**config.mk**
```make
export PLATFORM = sky130hd
export DESIGN_NAME = tail_monitor_flat
export DESIGN_NICKNAME = d
export VERILOG_FILES = /design/src/hdl/tx_queue_pkg.sv /design/src/hdl/queue_table_rd_if.sv /design/src/hdl/tail_monitor.sv /design/src/flat_wrapper.sv
export SDC_FILE = /design/constraint.sdc
export NUM_CORES = 1
export LEC_CHECK = 0
export ABC_AREA = 1
export BUFFER_PORTS_ARGS = -buffer_cell sky130_fd_sc_hd__buf_4
export CORE_MARGIN = 10
export CORE_UTILIZATION = 45
export DETAILED_ROUTE_END_ITERATION = 8
export GPL_TIMING_DRIVEN = 0
export PLACE_DENSITY_LB_ADDON = 0.25
export SLEW_MARGIN = 20
export SYNTH_ARGS = -nofsm -noshare
export SYNTH_HDL_FRONTEND = slang
export SYNTH_SLANG_ARGS = --single-unit
```
**constraint.sdc**
```tcl
create_clock -name clk -period 2.03 [get_ports clk]
set_clock_uncertainty 0.2 [all_clocks]
set_input_delay 0.203 -clock clk [delete_from_list [all_inputs] [get_ports clk]]
set_output_delay 0.203 -clock clk [all_outputs]
set_load 0.005 [all_outputs]
```
**src/hdl/tx_queue_pkg.sv**
```systemverilog
package tx_queue_pkg;

  // Register targeted by a CPU write.
  typedef enum logic [1:0] {
    REG_TAIL   = 2'd0,
    REG_L_ADDR = 2'd1,
    REG_H_ADDR = 2'd2
  } reg_sel_e;

  // One descriptor fetch job.
  // The head is the tail that was current before the update.
  typedef struct packed {
    logic [7:0]  queue_id;
    logic [15:0] tail;
    logic [15:0] head;
    logic [31:0] l_addr;
    logic [31:0] h_addr;
  } q_state_t;

  // Fetch work FIFO between the tail monitor and the issuer.
  localparam int unsigned STATE_FIFO_DEPTH = 16;
  localparam int unsigned STATE_ALM_FULL = 10;

  // Request FIFOs towards the read data mover.
  localparam int unsigned REQ_FIFO_DEPTH = 16;
  localparam int unsigned REQ_ALM_FULL = 8;

endpackage

```
**src/hdl/queue_table_rd_if.sv**
```systemverilog
interface queue_table_rd_if #(
  parameter int QID_WIDTH = 2,
  parameter int RB_AWIDTH = 10
);

  logic                 rd_en;
  logic [QID_WIDTH-1:0] queue;
  logic [RB_AWIDTH-1:0] tail;
  logic [31:0]          l_addr;
  logic [31:0]          h_addr;

  // Read data returns two cycles after rd_en.
  modport reader (output rd_en, output queue, input tail, input l_addr, input h_addr);
  modport tbl (input rd_en, input queue, output tail, output l_addr, output h_addr);

endinterface

```
**src/hdl/tail_monitor.sv**
```systemverilog
module tail_monitor
  import tx_queue_pkg::*;
#(
  parameter int NB_QUEUES = 4,
  parameter int RB_AWIDTH = 10,
  localparam int QID_WIDTH = $clog2(NB_QUEUES)
) (
  input  logic                 clk,
  input  logic                 rst,
  input  logic                 cpu_wr_en,
  input  reg_sel_e             cpu_wr_sel,
  input  logic [QID_WIDTH-1:0] cpu_wr_queue,
  input  logic [31:0]          cpu_wr_data,
  input  logic [31:0]          state_occup,
  queue_table_rd_if.reader     rd,
  output q_state_t             state_data,
  output logic                 state_valid,
  output logic [31:0]          ignored_dsc_cnt
);

  logic                 tail_wr;
  logic                 alm_full;
  logic                 push;
  logic [RB_AWIDTH-1:0] old_tail;

  // New tail and queue travel alongside the table read.
  logic [RB_AWIDTH-1:0] new_tail;
  logic [RB_AWIDTH-1:0] new_tail_r1;
  logic [RB_AWIDTH-1:0] new_tail_r2;
  logic [QID_WIDTH-1:0] queue_r1;
  logic [QID_WIDTH-1:0] queue_r2;
  logic                 rd_en_r1;
  logic                 rd_en_r2;

  // Jobs enqueued in the last two cycles, not yet visible in the table.
  logic                 byp_valid [2];
  logic [QID_WIDTH-1:0] byp_queue [2];
  logic [RB_AWIDTH-1:0] byp_tail  [2];

  assign tail_wr  = cpu_wr_en && (cpu_wr_sel == REG_TAIL);
  assign alm_full = state_occup > STATE_ALM_FULL;

  always_comb begin
    if (byp_valid[0] && (byp_queue[0] == queue_r2)) begin
      old_tail = byp_tail[0];
    end else if (byp_valid[1] && (byp_queue[1] == queue_r2)) begin
      old_tail = byp_tail[1];
    end else begin
      old_tail = rd.tail;
    end
  end

  assign push = rd_en_r2 && (new_tail_r2 != old_tail);

  always_ff @(posedge clk) begin
    if (rst) begin
      rd.rd_en        <= 1'b0;
      rd_en_r1        <= 1'b0;
      rd_en_r2        <= 1'b0;
      state_valid     <= 1'b0;
      byp_valid[0]    <= 1'b0;
      byp_valid[1]    <= 1'b0;
      ignored_dsc_cnt <= '0;
    end else begin
      rd.rd_en     <= tail_wr && !alm_full;
      rd_en_r1     <= rd.rd_en;
      rd_en_r2     <= rd_en_r1;
      state_valid  <= push;
      byp_valid[0] <= push;
      byp_valid[1] <= byp_valid[0];
      // Dropped tail writes never get their descriptors fetched.
      if (tail_wr && alm_full) begin
        ignored_dsc_cnt <= ignored_dsc_cnt + 1'b1;
      end
    end
  end

  always_ff @(posedge clk) begin
    if (tail_wr) begin
      rd.queue <= cpu_wr_queue;
      new_tail <= cpu_wr_data[RB_AWIDTH-1:0];
    end
    new_tail_r1 <= new_tail;
    new_tail_r2 <= new_tail_r1;
    queue_r1    <= rd.queue;
    queue_r2    <= queue_r1;

    byp_queue[0] <= queue_r2;
    byp_tail[0]  <= new_tail_r2;
    byp_queue[1] <= byp_queue[0];
    byp_tail[1]  <= byp_tail[0];

    state_data.queue_id <= 8'(queue_r2);
    state_data.tail     <= 16'(new_tail_r2);
    state_data.head     <= 16'(old_tail);
    state_data.l_addr   <= rd.l_addr;
    state_data.h_addr   <= rd.h_addr;
  end

endmodule

```
**src/flat_wrapper.sv**
```systemverilog
// flat-port wrapper written by rule: the top's interface ports become plain ports
module tail_monitor_flat import tx_queue_pkg::*;
#(
  parameter int NB_QUEUES = 4,
  parameter int RB_AWIDTH = 10,
  localparam int QID_WIDTH = $clog2(NB_QUEUES)
)
  (clk, rst, cpu_wr_en, cpu_wr_sel, cpu_wr_queue, cpu_wr_data, state_occup, state_data, state_valid, ignored_dsc_cnt, rd_rd_en, rd_queue, rd_tail, rd_l_addr, rd_h_addr);
  queue_table_rd_if #(.RB_AWIDTH(RB_AWIDTH)) rd_i ();
  input  logic clk;
  input  logic rst;
  input  logic cpu_wr_en;
  input  reg_sel_e cpu_wr_sel;
  input  logic [QID_WIDTH-1:0] cpu_wr_queue;
  input  logic [31:0] cpu_wr_data;
  input  logic [31:0] state_occup;
  output q_state_t state_data;
  output logic state_valid;
  output logic [31:0] ignored_dsc_cnt;
  output wire logic [$bits(rd_i.rd_en)-1:0] rd_rd_en;
  output wire logic [$bits(rd_i.queue)-1:0] rd_queue;
  input wire logic [$bits(rd_i.tail)-1:0] rd_tail;
  input wire logic [$bits(rd_i.l_addr)-1:0] rd_l_addr;
  input wire logic [$bits(rd_i.h_addr)-1:0] rd_h_addr;
  assign rd_rd_en = rd_i.rd_en;
  assign rd_queue = rd_i.queue;
  assign rd_i.tail = rd_tail;
  assign rd_i.l_addr = rd_l_addr;
  assign rd_i.h_addr = rd_h_addr;
  tail_monitor #(.NB_QUEUES(NB_QUEUES), .RB_AWIDTH(RB_AWIDTH)) u_core (.clk(clk), .rst(rst), .cpu_wr_en(cpu_wr_en), .cpu_wr_sel(cpu_wr_sel), .cpu_wr_queue(cpu_wr_queue), .cpu_wr_data(cpu_wr_data), .state_occup(state_occup), .rd(rd_i), .state_data(state_data), .state_valid(state_valid), .ignored_dsc_cnt(ignored_dsc_cnt));
endmodule
```
==> impl_metrics.csv, run 1 <==
group,metric,value,unit
synth,synth.avg_cell_area,9.33,µm²
clocking,clkLatencyLatePin,0.42,ns
detailed_routing,routedWlPerCell,16.1,µm
detailed_routing,viasPerCell,4.53,
sta,grt_setup_unrepaired,"true",
power,p_per_area,810,mW/mm²
synth,yosysSeqAreaShare,0.597,
global_route,grt_max_degree,17,
clocking,cts_made_buffers,17,
clocking,clkSlewWorstSetupHoldPaths,0.06,ns
sta,setup_ws,0.0980,ns
synth,synth_cells,636,
synth,ys_ff_latch,171,
worst_hold_path,hold_path.class,"input pin to register",
clocking,cts-root-buf,"clkbuf_16",
placed_design,hpwl,13.3,mm
placed_design,gp_congestion,0.941,
power,p_leak,4.52,nW
finish,nets,1154,
run_status,outcome,"finished, final reports clean",
sta,worstMarginPinSlew,0.500,ns
clocking,cts_sinks,171,
die,start_util,0.464,
power,irDropWorstVdd,556,µV
detailed_routing,vias,5419,
synth,ys_warn_count,0,
detailed_routing,drtIter0Drc,309,
worst_setup_path,reg2reg_slack,0.1,ns
global_route,grt_usage,0.205,
clocking,cts_tree,"built",
die,die_area,0.0182,mm²
clocking,cts_setup_buffers,0,
detailed_routing,routed_wl,19.3,mm
sta,tns,0,ns
die,ios,285,
die,fp.dieH,135,µm
die,die_x,135,µm
synth,syn_area,0.00593,mm²
die,fp-row-count,41,
global_route,grt-ovfl-total,0,
sta,period_needed,1.93,ns
worst_setup_path,crit_type,"register to register",
sta,slew_headroom,0.667,
finish,drive_above_1_share,0.346,
worst_setup_path,path_max_fanout,10,
finish,fillCellCount,879,
clocking,htree_levels,4,
sta,final_hold_viol_count,0,
global_route,grt_pass1_vias,5533,
die,core,0.0128,mm²
job,cap_violations,0,
worst_setup_path,cp_slowest_cell,"dfxtp_1",
worst_setup_path,cpPeakStageDelay,0.38,ns
detailed_routing,drc,0,
placed_design,numPortBuffers,243,
worst_setup_path,endpoint_kind,"register",
clocking,clock_path_buffers,2,
synth,synth_cell_types,35,
detailed_routing,antenna_left,0,
sta,fmax,0.518,GHz
placed_design,post-place-ws,-0.0603,ns
global_route,antenna_found_initial,3,
worst_setup_path,critPathRequiredTime,2.15,ns
sta,drv_slew,0,
sta,fin_crit_sh,0.952,
sta,finalSetupViolCount,0,
finish,syn_to_final_growth,63.6,%
worst_setup_path,cp_cell_sequence,"xnor2_1 -> nand3_1 -> buf_4 -> or2_0 -> nand3b_1 -> nand2_1 -> nor2_1 -> nand3_1 -> nor2_2 -> nor2_1",
global_route,grt_pass1_wl,29.4,mm
worst_setup_path,start_kind,"register",
detailed_routing,first_pass_iters,5,
worst_setup_path,cp.arrival,2.05,ns
[worst paths after layout]
path,startpoint,to,cells after the start
worst max-delay path,u_core.queue_r2[1],u_core.byp_valid[0][0],10
worst max register to register,u_core.queue_r2[1],u_core.byp_valid[0][0],10
worst min-delay path,cpu_wr_sel[0],u_core.ignored_dsc_cnt[29],6
worst min register to register,u_core.new_tail_r1[8],u_core.new_tail_r2[8],0
[registers in the layout, summed over array words and instances (netlist names)]
| name | count |
|---|---|
| u_core.byp_valid | 2 |
| u_core.state_data | 74 |
| u_core.rd.rd_en | 1 |
| u_core.new_tail_r2 | 10 |
| u_core.queue_r1 | 2 |
| u_core.new_tail_r1 | 10 |
| u_core.new_tail | 10 |
| u_core.byp_tail | 20 |
| u_core.rd_en_r1 | 1 |
| u_core.byp_queue | 4 |
| u_core.queue_r2 | 2 |
| u_core.rd_en_r2 | 1 |
| u_core.rd.queue | 2 |
| u_core.ignored_dsc_cnt | 32 |
[routing by layer]
| layer | vias up | routed length [µm] | global-route usage |
|---|---|---|---|
| met5 | - | 0 | 0 |
| met4 | 0 | 278 | 0.0629 |
| met3 | 33 | 1300 | 0.0668 |
| met2 | 179 | 10500 | 0.373 |
| met1 | 2476 | 7150 | 0.218 |
| li1 | 2731 | - | - |
[worst max-delay path: cells and delay by family (launching register included)]
| family | cells | cell delay [ns] |
|---|---|---|
| AND/OR/NAND/NOR | 8 | 0.90 |
| flip-flops | 1 | 0.38 |
| buffers and inverters | 1 | 0.20 |
| XOR/XNOR | 1 | 0.14 |
[Yosys cell counts]
| library cell | number | area, µm² |
|---|---|---|
| inv_1 | 47 | 176 |
| nand2_2 | 2 | 12.5 |
| xor2_1 | 15 | 131 |
| and3_1 | 1 | 6.26 |
| nor3_1 | 7 | 35.0 |
| o21ai_0 | 3 | 15.0 |
| nor4_1 | 8 | 50.1 |
| nor2_1 | 38 | 143 |
| a21boi_1 | 1 | 7.51 |
| a21oi_1 | 28 | 140 |
| nor3_2 | 4 | 40.0 |
| conb_1 | 1 | 3.75 |
| nor3_4 | 1 | 16.3 |
| nor2_2 | 5 | 31.3 |
| or2_0 | 3 | 18.8 |
| o211ai_1 | 1 | 7.51 |
| buf_2 | 6 | 30.0 |
| edfxtp_1 | 12 | 360 |
| nand2_1 | 158 | 593 |
| buf_4 | 34 | 255 |
| nand3_4 | 2 | 35.0 |
| nand3_2 | 2 | 20.0 |
| nand3_1 | 44 | 220 |
| clkbuf_1 | 5 | 18.8 |
| xnor2_1 | 16 | 140 |
| o21ai_1 | 1 | 5.00 |
| nand4_1 | 11 | 68.8 |
| nor2_8 | 1 | 20.0 |
| buf_1 | 2 | 7.51 |
| dfxtp_1 | 159 | 3180 |
| nor2_4 | 2 | 22.5 |
| nand3b_1 | 9 | 67.6 |
| inv_2 | 3 | 11.3 |
| ha_1 | 1 | 12.5 |
| a21oi_2 | 3 | 26.3 |
[cells by family after synthesis]
kind of cell,count (synthesis),share of synthesized area
other,1,0.000632
DFF,171,0.597
xor gates and xnor gates,31,0.0458
AOI/OAI and AO/OA,37,0.0340
adders and majority gates,1,0.00211
buffers and inverters,97,0.0842
and+or+nand+nor,298,0.236
[report_power, final]
group | internal [W] | switching (W) | total (W) | leakage [nW]
clock network | 0.00225 | 0.00134 | 0.00359 | 0.329
registers | 0.00353 | 0.0000606 | 0.00359 | 1.44
logic | 0.000442 | 0.000237 | 0.000678 | 2.75
total | 0.00622 | 0.00164 | 0.00786 | 4.52
[metrics by stage]
| step | total power (W) | instances | hold slack (ns) | instance area, µm² | util |
|---|---|---|---|---|---|
| after floorplan | 0.00381 | 653 | 0.0307 | 6000 | - |
| after global placement | 0.00416 | 1068 | 0.107 | 8040 | 0.629 |
| after detailed placement | 0.00417 | 1068 | 0.108 | 8040 | 0.629 |
| after CTS | 0.00788 | 1193 | 0.0863 | 9650 | 0.756 |
| after global routing | 0.00811 | 1196 | 0.134 | 9710 | 0.760 |
| final | 0.00786 | 1196 | 0.100 | 9710 | 0.760 |
[placed cells by master, fill, tap and decap left out, drive strengths merged]
cell / count
or2: 3
a21boi: 1
nor2: 46
o21ai: 4
nand2: 160
nor3: 12
nand4: 11
diode: 3
nand3: 48
o211ai: 1
clkinv: 3
dfxtp: 159
clkbuf: 28
bufinv: 4
a21oi: 31
inv: 53
and3: 1
xor2: 15
xnor2: 16
dlygate4sd3: 93
edfxtp: 12
nor4: 8
buf: 284
ha: 1
nand3b: 9
conb: 18
[cell type report]
type	count	area (µm²)	area share
multi-input combinational	385	1990	0.205
clock inverter	10	175	0.0180
timing repair buffer	336	2760	0.284
sequential	171	3550	0.366
clock buffer	22	494	0.0509
tap	172	215	0.0222
buffer	47	323	0.0333
antenna	3	7.51	0.000773
inverter	50	188	0.0193
[what timing repair did]
action | 4_1_cts | 5_1_grt
hold buffers | 93 | 0
hold endpoints to repair | 89 | 0
setup endpoints to repair | 5 | 15
resized for setup | 6 | 18
Note: power is estimated with default switching activity, not from simulation.
==> run 2: changes to the inputs <==
- BUFFER_PORTS_ARGS: -buffer_cell sky130_fd_sc_hd__buf_4 -> -buffer_cell sky130_fd_sc_hd__clkbuf_2
==> impl_metrics.csv, run 2 (synthesis gave the netlist of run 1 again) <==
group,metric,value,unit
run_status,outcome,"finished, final reports clean",
clocking,clkLatencyLatePin,0.41,ns
die,fp.dieH,135,µm
finish,final_common_cell,"clkbuf_2",
sta,period_needed,1.95,ns
finish,layout.cells.non_filler,1196,
worst_setup_path,crit_family,"simple AND/OR/NAND/NOR gates",
sta,fin_crit_sh,0.961,
placed_design,hpwl,12.9,mm
worst_setup_path,path_max_fanout,10,
clocking,cts_setup_buffers,0,
finish,stdcell_area,0.00907,mm²
detailed_routing,antenna_left,0,
clocking,clock_path_buffers,2,
detailed_routing,vias,5404,
die,ios,285,
worst_hold_path,hold_path.class,"register to register",
worst_setup_path,cp_cell_sequence,"nand2_1 -> nand2_4 -> nand3_4 -> buf_4 -> nand2_1 -> nand3_1 -> nand3_1 -> nand2_1 -> nor2_1 -> nand3_1 -> nor2_2 -> nor2_1",
global_route,grt_pass1_wl,28.3,mm
clocking,cts_made_buffers,17,
placed_design,gp_congestion,0.929,
placed_design,placed_area,0.00743,mm²
detailed_routing,viasPerCell,4.52,
sta,worstMarginPinSlew,0.521,ns
detailed_routing,drc,0,
die,start_util,0.464,
worst_setup_path,critPathRequiredTime,2.14,ns
global_route,use_met3,0.0708,
sta,finalSetupViolCount,0,
die,fp-row-count,41,
worst_setup_path,endpoint_kind,"register",
power,p_leak,4.34,nW
worst_setup_path,critical_path_buf_inv_count,1,
die,core,0.0128,mm²
sta,fmax,0.513,GHz
worst_setup_path,crit_type,"register to register",
sta,drv_slew,0,
finish,drive_above_1_share,0.345,
clocking,clkSlewWorstSetupHoldPaths,0.06,ns
sta,final_hold_viol_count,0,
die,die_area,0.0182,mm²
sta,whs,0.118,ns
finish,final-seq-area,0.00355,mm²
clocking,cts_tree,"built",
power,p_per_area,839,mW/mm²
finish,final_cell_mix,"clkbuf_2, nand2_1, dfxtp_1",
global_route,grt_pass1_vias,5618,
detailed_routing,routed_wl,18.0,mm
global_route,grt_usage,0.194,
detailed_routing,drtIter0Drc,328,
die,die_x,135,µm
clocking,cts-root-buf,"clkbuf_16",
finish,multi_input_area,0.00199,mm²
sta,slew_headroom,0.653,
finish,nets,1154,
power,irDropWorstVdd,566,µV
global_route,grt-ovfl-total,0,
finish,regMostFlops,"u_core.state_data",
placed_design,dp.cells,1068,
clocking,cts_sinks,171,
sta,grt_setup_unrepaired,"true",
global_route,busiest_layer,"met2",
finish,largest_register_ffs,74,
global_route,grt_use_met1,0.206,
global_route,gr-usage-met2,0.345,
worst_setup_path,start_kind,"register",
placed_design,numPortBuffers,243,
worst_setup_path,cp_slowest_cell,"dfxtp_1",
finish,fillCellCount,916,
sta,setup_ws,0.0791,ns
detailed_routing,routedWlPerCell,15.1,µm
worst_setup_path,cpPeakStageDelay,0.38,ns
global_route,grt_max_degree,17,
finish,syn_to_final_growth,52.9,%
placed_design,post-place-ws,-0.0934,ns
worst_setup_path,cp.arrival,2.06,ns
sta,tns,0,ns
job,cap_violations,0,
finish,reg_top3,"u_core.state_data (74), u_core.ignored_dsc_cnt (32), u_core.byp_tail (20)",
clocking,htree_levels,4,
detailed_routing,first_pass_iters,5,
global_route,antenna_found_initial,1,
==> run 2: cell count changes in the layout (fill, tap and decap cells not counted), moves of 2 or more <==
cell      delta
buf_4      -243
clkbuf_2   +242
clkinv_4     -2
dfxtp_2      +3
dfxtp_4      -2
nor3_1       +2
nor3_2       -2
==> run 2: where the power goes <==
group	leakage (nW)	total, W	switching [W]	internal (W)
Sequential	1.44	0.00359	0.0000566	0.00353
Combinational	2.58	0.000557	0.000227	0.000330
Clock	0.315	0.00346	0.00128	0.00218
Total	4.34	0.00761	0.00157	0.00604
==> run 2: per-stage QoR <==
step,power [W],utilization
2_1_floorplan,0.00381,-
3_3_place_gp,0.00405,0.581
3_5_place_dp,0.00406,0.581
4_1_cts,0.00767,0.707
5_1_grt,0.00787,0.710
6_report,0.00761,0.710
==> run 2: path summary, 6_finish.rpt <==
path	startpoint	to	slack, ns	cells after the start
hold / removal	u_core.new_tail_r1[6]	u_core.new_tail_r2[6]	0.12	0
hold reg to reg	u_core.new_tail_r1[6]	u_core.new_tail_r2[6]	0.12	0
setup reg to reg	u_core.queue_r2[1]	u_core.byp_valid[0][0]	0.08	12
setup / recovery	u_core.queue_r2[1]	u_core.byp_valid[0][0]	0.08	12
==> run 2: worst register-to-register path, cell delays in order, from the launching register on <==
cell and delay [ns]:
dfxtp_1 0.38, nand2_1 0.11, nand2_4 0.13, nand3_4 0.11, buf_4 0.19, nand2_1 0.06
nand3_1 0.09, nand3_1 0.08, nand2_1 0.06, nor2_1 0.14, nand3_1 0.13, nor2_2 0.12
nor2_1 0.04
==> run 2: area by class of cell <==
| cell class | instances | share of cell area |
|---|---|---|
| clock buffers | 24 | 0.0576 |
| plain buffers | 47 | 0.0359 |
| inverters | 50 | 0.0207 |
| diodes | 4 | 0.00110 |
| repair buffers | 336 | 0.237 |
| well taps | 172 | 0.0237 |
| multi-input cells | 385 | 0.219 |
| clock inverters | 7 | 0.0137 |
| flip-flops and latches | 171 | 0.391 |
==> run 2: repair_timing <==
action                                 CTS  global route
gates resized for setup                  8            16
hold buffers                            93             0
cloned                                   0             0
endpoints found under the hold margin   90             0
setup endpoints to repair                5            16
==> run 2: per-layer routing <==
| metal | part of all wire | up-vias |
|---|---|---|
| met5 | 0 | - |
| met3 | 0.086 | 29 |
| met4 | 0.020 | 0 |
| met1 | 0.37 | 2449 |
| li1 | - | 2721 |
| met2 | 0.52 | 205 |
==> run 3: changes to the inputs <==
- CORE_MARGIN: 10 -> not set
- CORE_UTILIZATION: 45 -> 23
- CTS_CLUSTER_SIZE: not set -> 14
==> impl_metrics.csv, run 3 (synthesis gave the netlist of run 1 again) <==
group,metric,value,unit
sta,grt_setup_unrepaired,"true",
sta,tns,0,ns
clocking,clkLatencyLatePin,0.43,ns
sta,worstMarginPinSlew,0.585,ns
power,p_int,0.00573,W
sta,slew_headroom,0.610,
clocking,cts_tree,"built",
sta,fin_crit_sh,0.975,
power,p_sw,0.00189,W
power,p_leak,4.39,nW
detailed_routing,drtIter0Drc,227,
clocking,cts_made_buffers,17,
placed_design,hpwl,12.8,mm
job,cap_violations,0,
finish,drive_above_1_share,0.375,
placed_design,placed_area,0.00762,mm²
worst_setup_path,cpPeakStageDelay,0.40,ns
sta,fmax,0.505,GHz
sta,finalSetupViolCount,0,
global_route,grt_max_degree,20,
worst_setup_path,critPathRequiredTime,2.18,ns
sta,period_needed,1.98,ns
finish,nets,1155,
die,die_area,0.0264,mm²
die,fp.dieH,163,µm
global_route,grt-ovfl-total,0,
clocking,cts_sinks,171,
die,fp-row-count,58,
finish,n_antenna_cell,0,
detailed_routing,first_pass_iters,4,
global_route,grt_pass1_vias,5193,
worst_setup_path,path_max_fanout,5,
detailed_routing,vias,5381,
worst_setup_path,cp_cell_sequence,"ha_2 -> nand3_4 -> nor2_4 -> inv_2 -> nor2_4 -> nand4_1 -> xnor2_1 -> nand2_1 -> a21oi_1",
detailed_routing,routedWlPerCell,13.1,µm
finish,layout.cells.non_filler,1352,
detailed_routing,antenna_left,0,
finish,final_common_cell,"clkbuf_2",
placed_design,gp_congestion,0.865,
power,pwr-share-clk,0.457,
run_status,outcome,"finished, final reports clean",
finish,stdcell_area,0.00939,mm²
sta,drv_slew,0,
power,seqPwrFrac,0.470,
finish,final_cell_mix,"clkbuf_2, nand2_1, dfxtp_1",
clocking,htree_levels,4,
power,irDropWorstVdd,445,µV
worst_setup_path,crit_family,"simple AND/OR/NAND/NOR gates",
die,ios,285,
worst_setup_path,endpoint_kind,"register",
placed_design,numPortBuffers,243,
clocking,clock_path_buffers,2,
global_route,grt_pass1_wl,27.1,mm
die,start_util,0.235,
worst_setup_path,critical_path_buf_inv_count,1,
power,p_per_area,812,mW/mm²
power,combPwrFrac,0.073,
die,die_x,163,µm
worst_setup_path,cp_slowest_cell,"dfxtp_4",
worst_setup_path,start_kind,"register",
finish,largest_register_ffs,74,
die,core,0.0253,mm²
worst_setup_path,crit_type,"register to register",
finish,syn_to_final_growth,58.3,%
finish,reg_top3,"u_core.state_data (74), u_core.ignored_dsc_cnt (32), u_core.byp_tail (20)",
detailed_routing,routed_wl,17.7,mm
clocking,cts-root-buf,"clkbuf_16",
worst_setup_path,reg2reg_slack,0.05,ns
clocking,clkSlewWorstSetupHoldPaths,0.08,ns
sta,final_hold_viol_count,0,
placed_design,dp.cells,1226,
power,switching_share,0.248,
detailed_routing,viasPerCell,3.98,
finish,regMostFlops,"u_core.state_data",
worst_hold_path,hold_path.class,"register to register",
worst_setup_path,cp_common_cell,"nor2_4",
global_route,antenna_found_initial,0,
global_route,grt_usage,0.134,
worst_setup_path,cp.arrival,2.13,ns
detailed_routing,drc,0,
power,p_total,0.00763,W
[run 3: cell types whose count changed in the layout (fill, tap and decap cells not counted), sizes merged]
cell         before  now
dlygate4sd3      93   91
clkinv            1    3
bufinv            3    1
diode             4    0
buf              41   43
inv              52   59
clkbuf          273  268
[run 3: final timing paths]
kind / startpoint / depth (start not counted) / end
setup reg to reg: u_core.ignored_dsc_cnt[1] / 9 / u_core.ignored_dsc_cnt[24]
hold / removal: u_core.new_tail_r1[6] / 0 / u_core.new_tail_r2[6]
setup / recovery: u_core.ignored_dsc_cnt[1] / 9 / u_core.ignored_dsc_cnt[24]
hold reg to reg: u_core.new_tail_r1[6] / 0 / u_core.new_tail_r2[6]
[run 3: layout make-up]
type / count / area, µm²
multi-input cells: 385 / 2070
plain buffers: 47 / 343
repair buffers: 337 / 2170
clock buffers: 18 / 450
inverters: 50 / 188
well taps: 330 / 413
clock inverters: 14 / 188
fillers: 2597 / 15900
flip-flops and latches: 171 / 3570
[run 3: what timing repair did]
| action | in CTS | in global routing |
|---|---|---|
| endpoints found under the setup margin | 6 | 18 |
| setup buffers | 0 | 2 |
| endpoints found under the hold margin | 90 | 0 |
| pin swaps | 0 | 17 |
| gates resized for setup | 11 | 52 |
| hold buffers | 91 | 0 |
| gates cloned | 0 | 1 |
[run 3: power by group through the flow]
stage	logic [W]	clock network [W]	registers [W]
global route	0.000612	0.00376	0.00360
finish	0.000559	0.00348	0.00358
detailed placement	0.000407	0	0.00366
global placement	0.000406	0	0.00366
CTS	0.000547	0.00360	0.00358
floorplan	0.000146	0	0.00366
[run 3: per-layer routing]
layer,track usage,vias to the layer above,share of wire
li1,-,2734,-
met1,0.164,2420,0.42
met2,0.219,204,0.49
met3,0.0395,23,0.060
met4,0.0569,0,0.023
met5,0,-,0
[run 3: through the flow]
stage               utilization  hold slack, ns  setup slack [ns]
finish                    0.372           0.121            0.0516
global route              0.372           0.136           -0.0846
CTS                       0.364           0.120           0.00215
detailed placement        0.302           0.107            -0.157
global placement          0.302           0.105            -0.138
floorplan                     -          0.0307             0.249
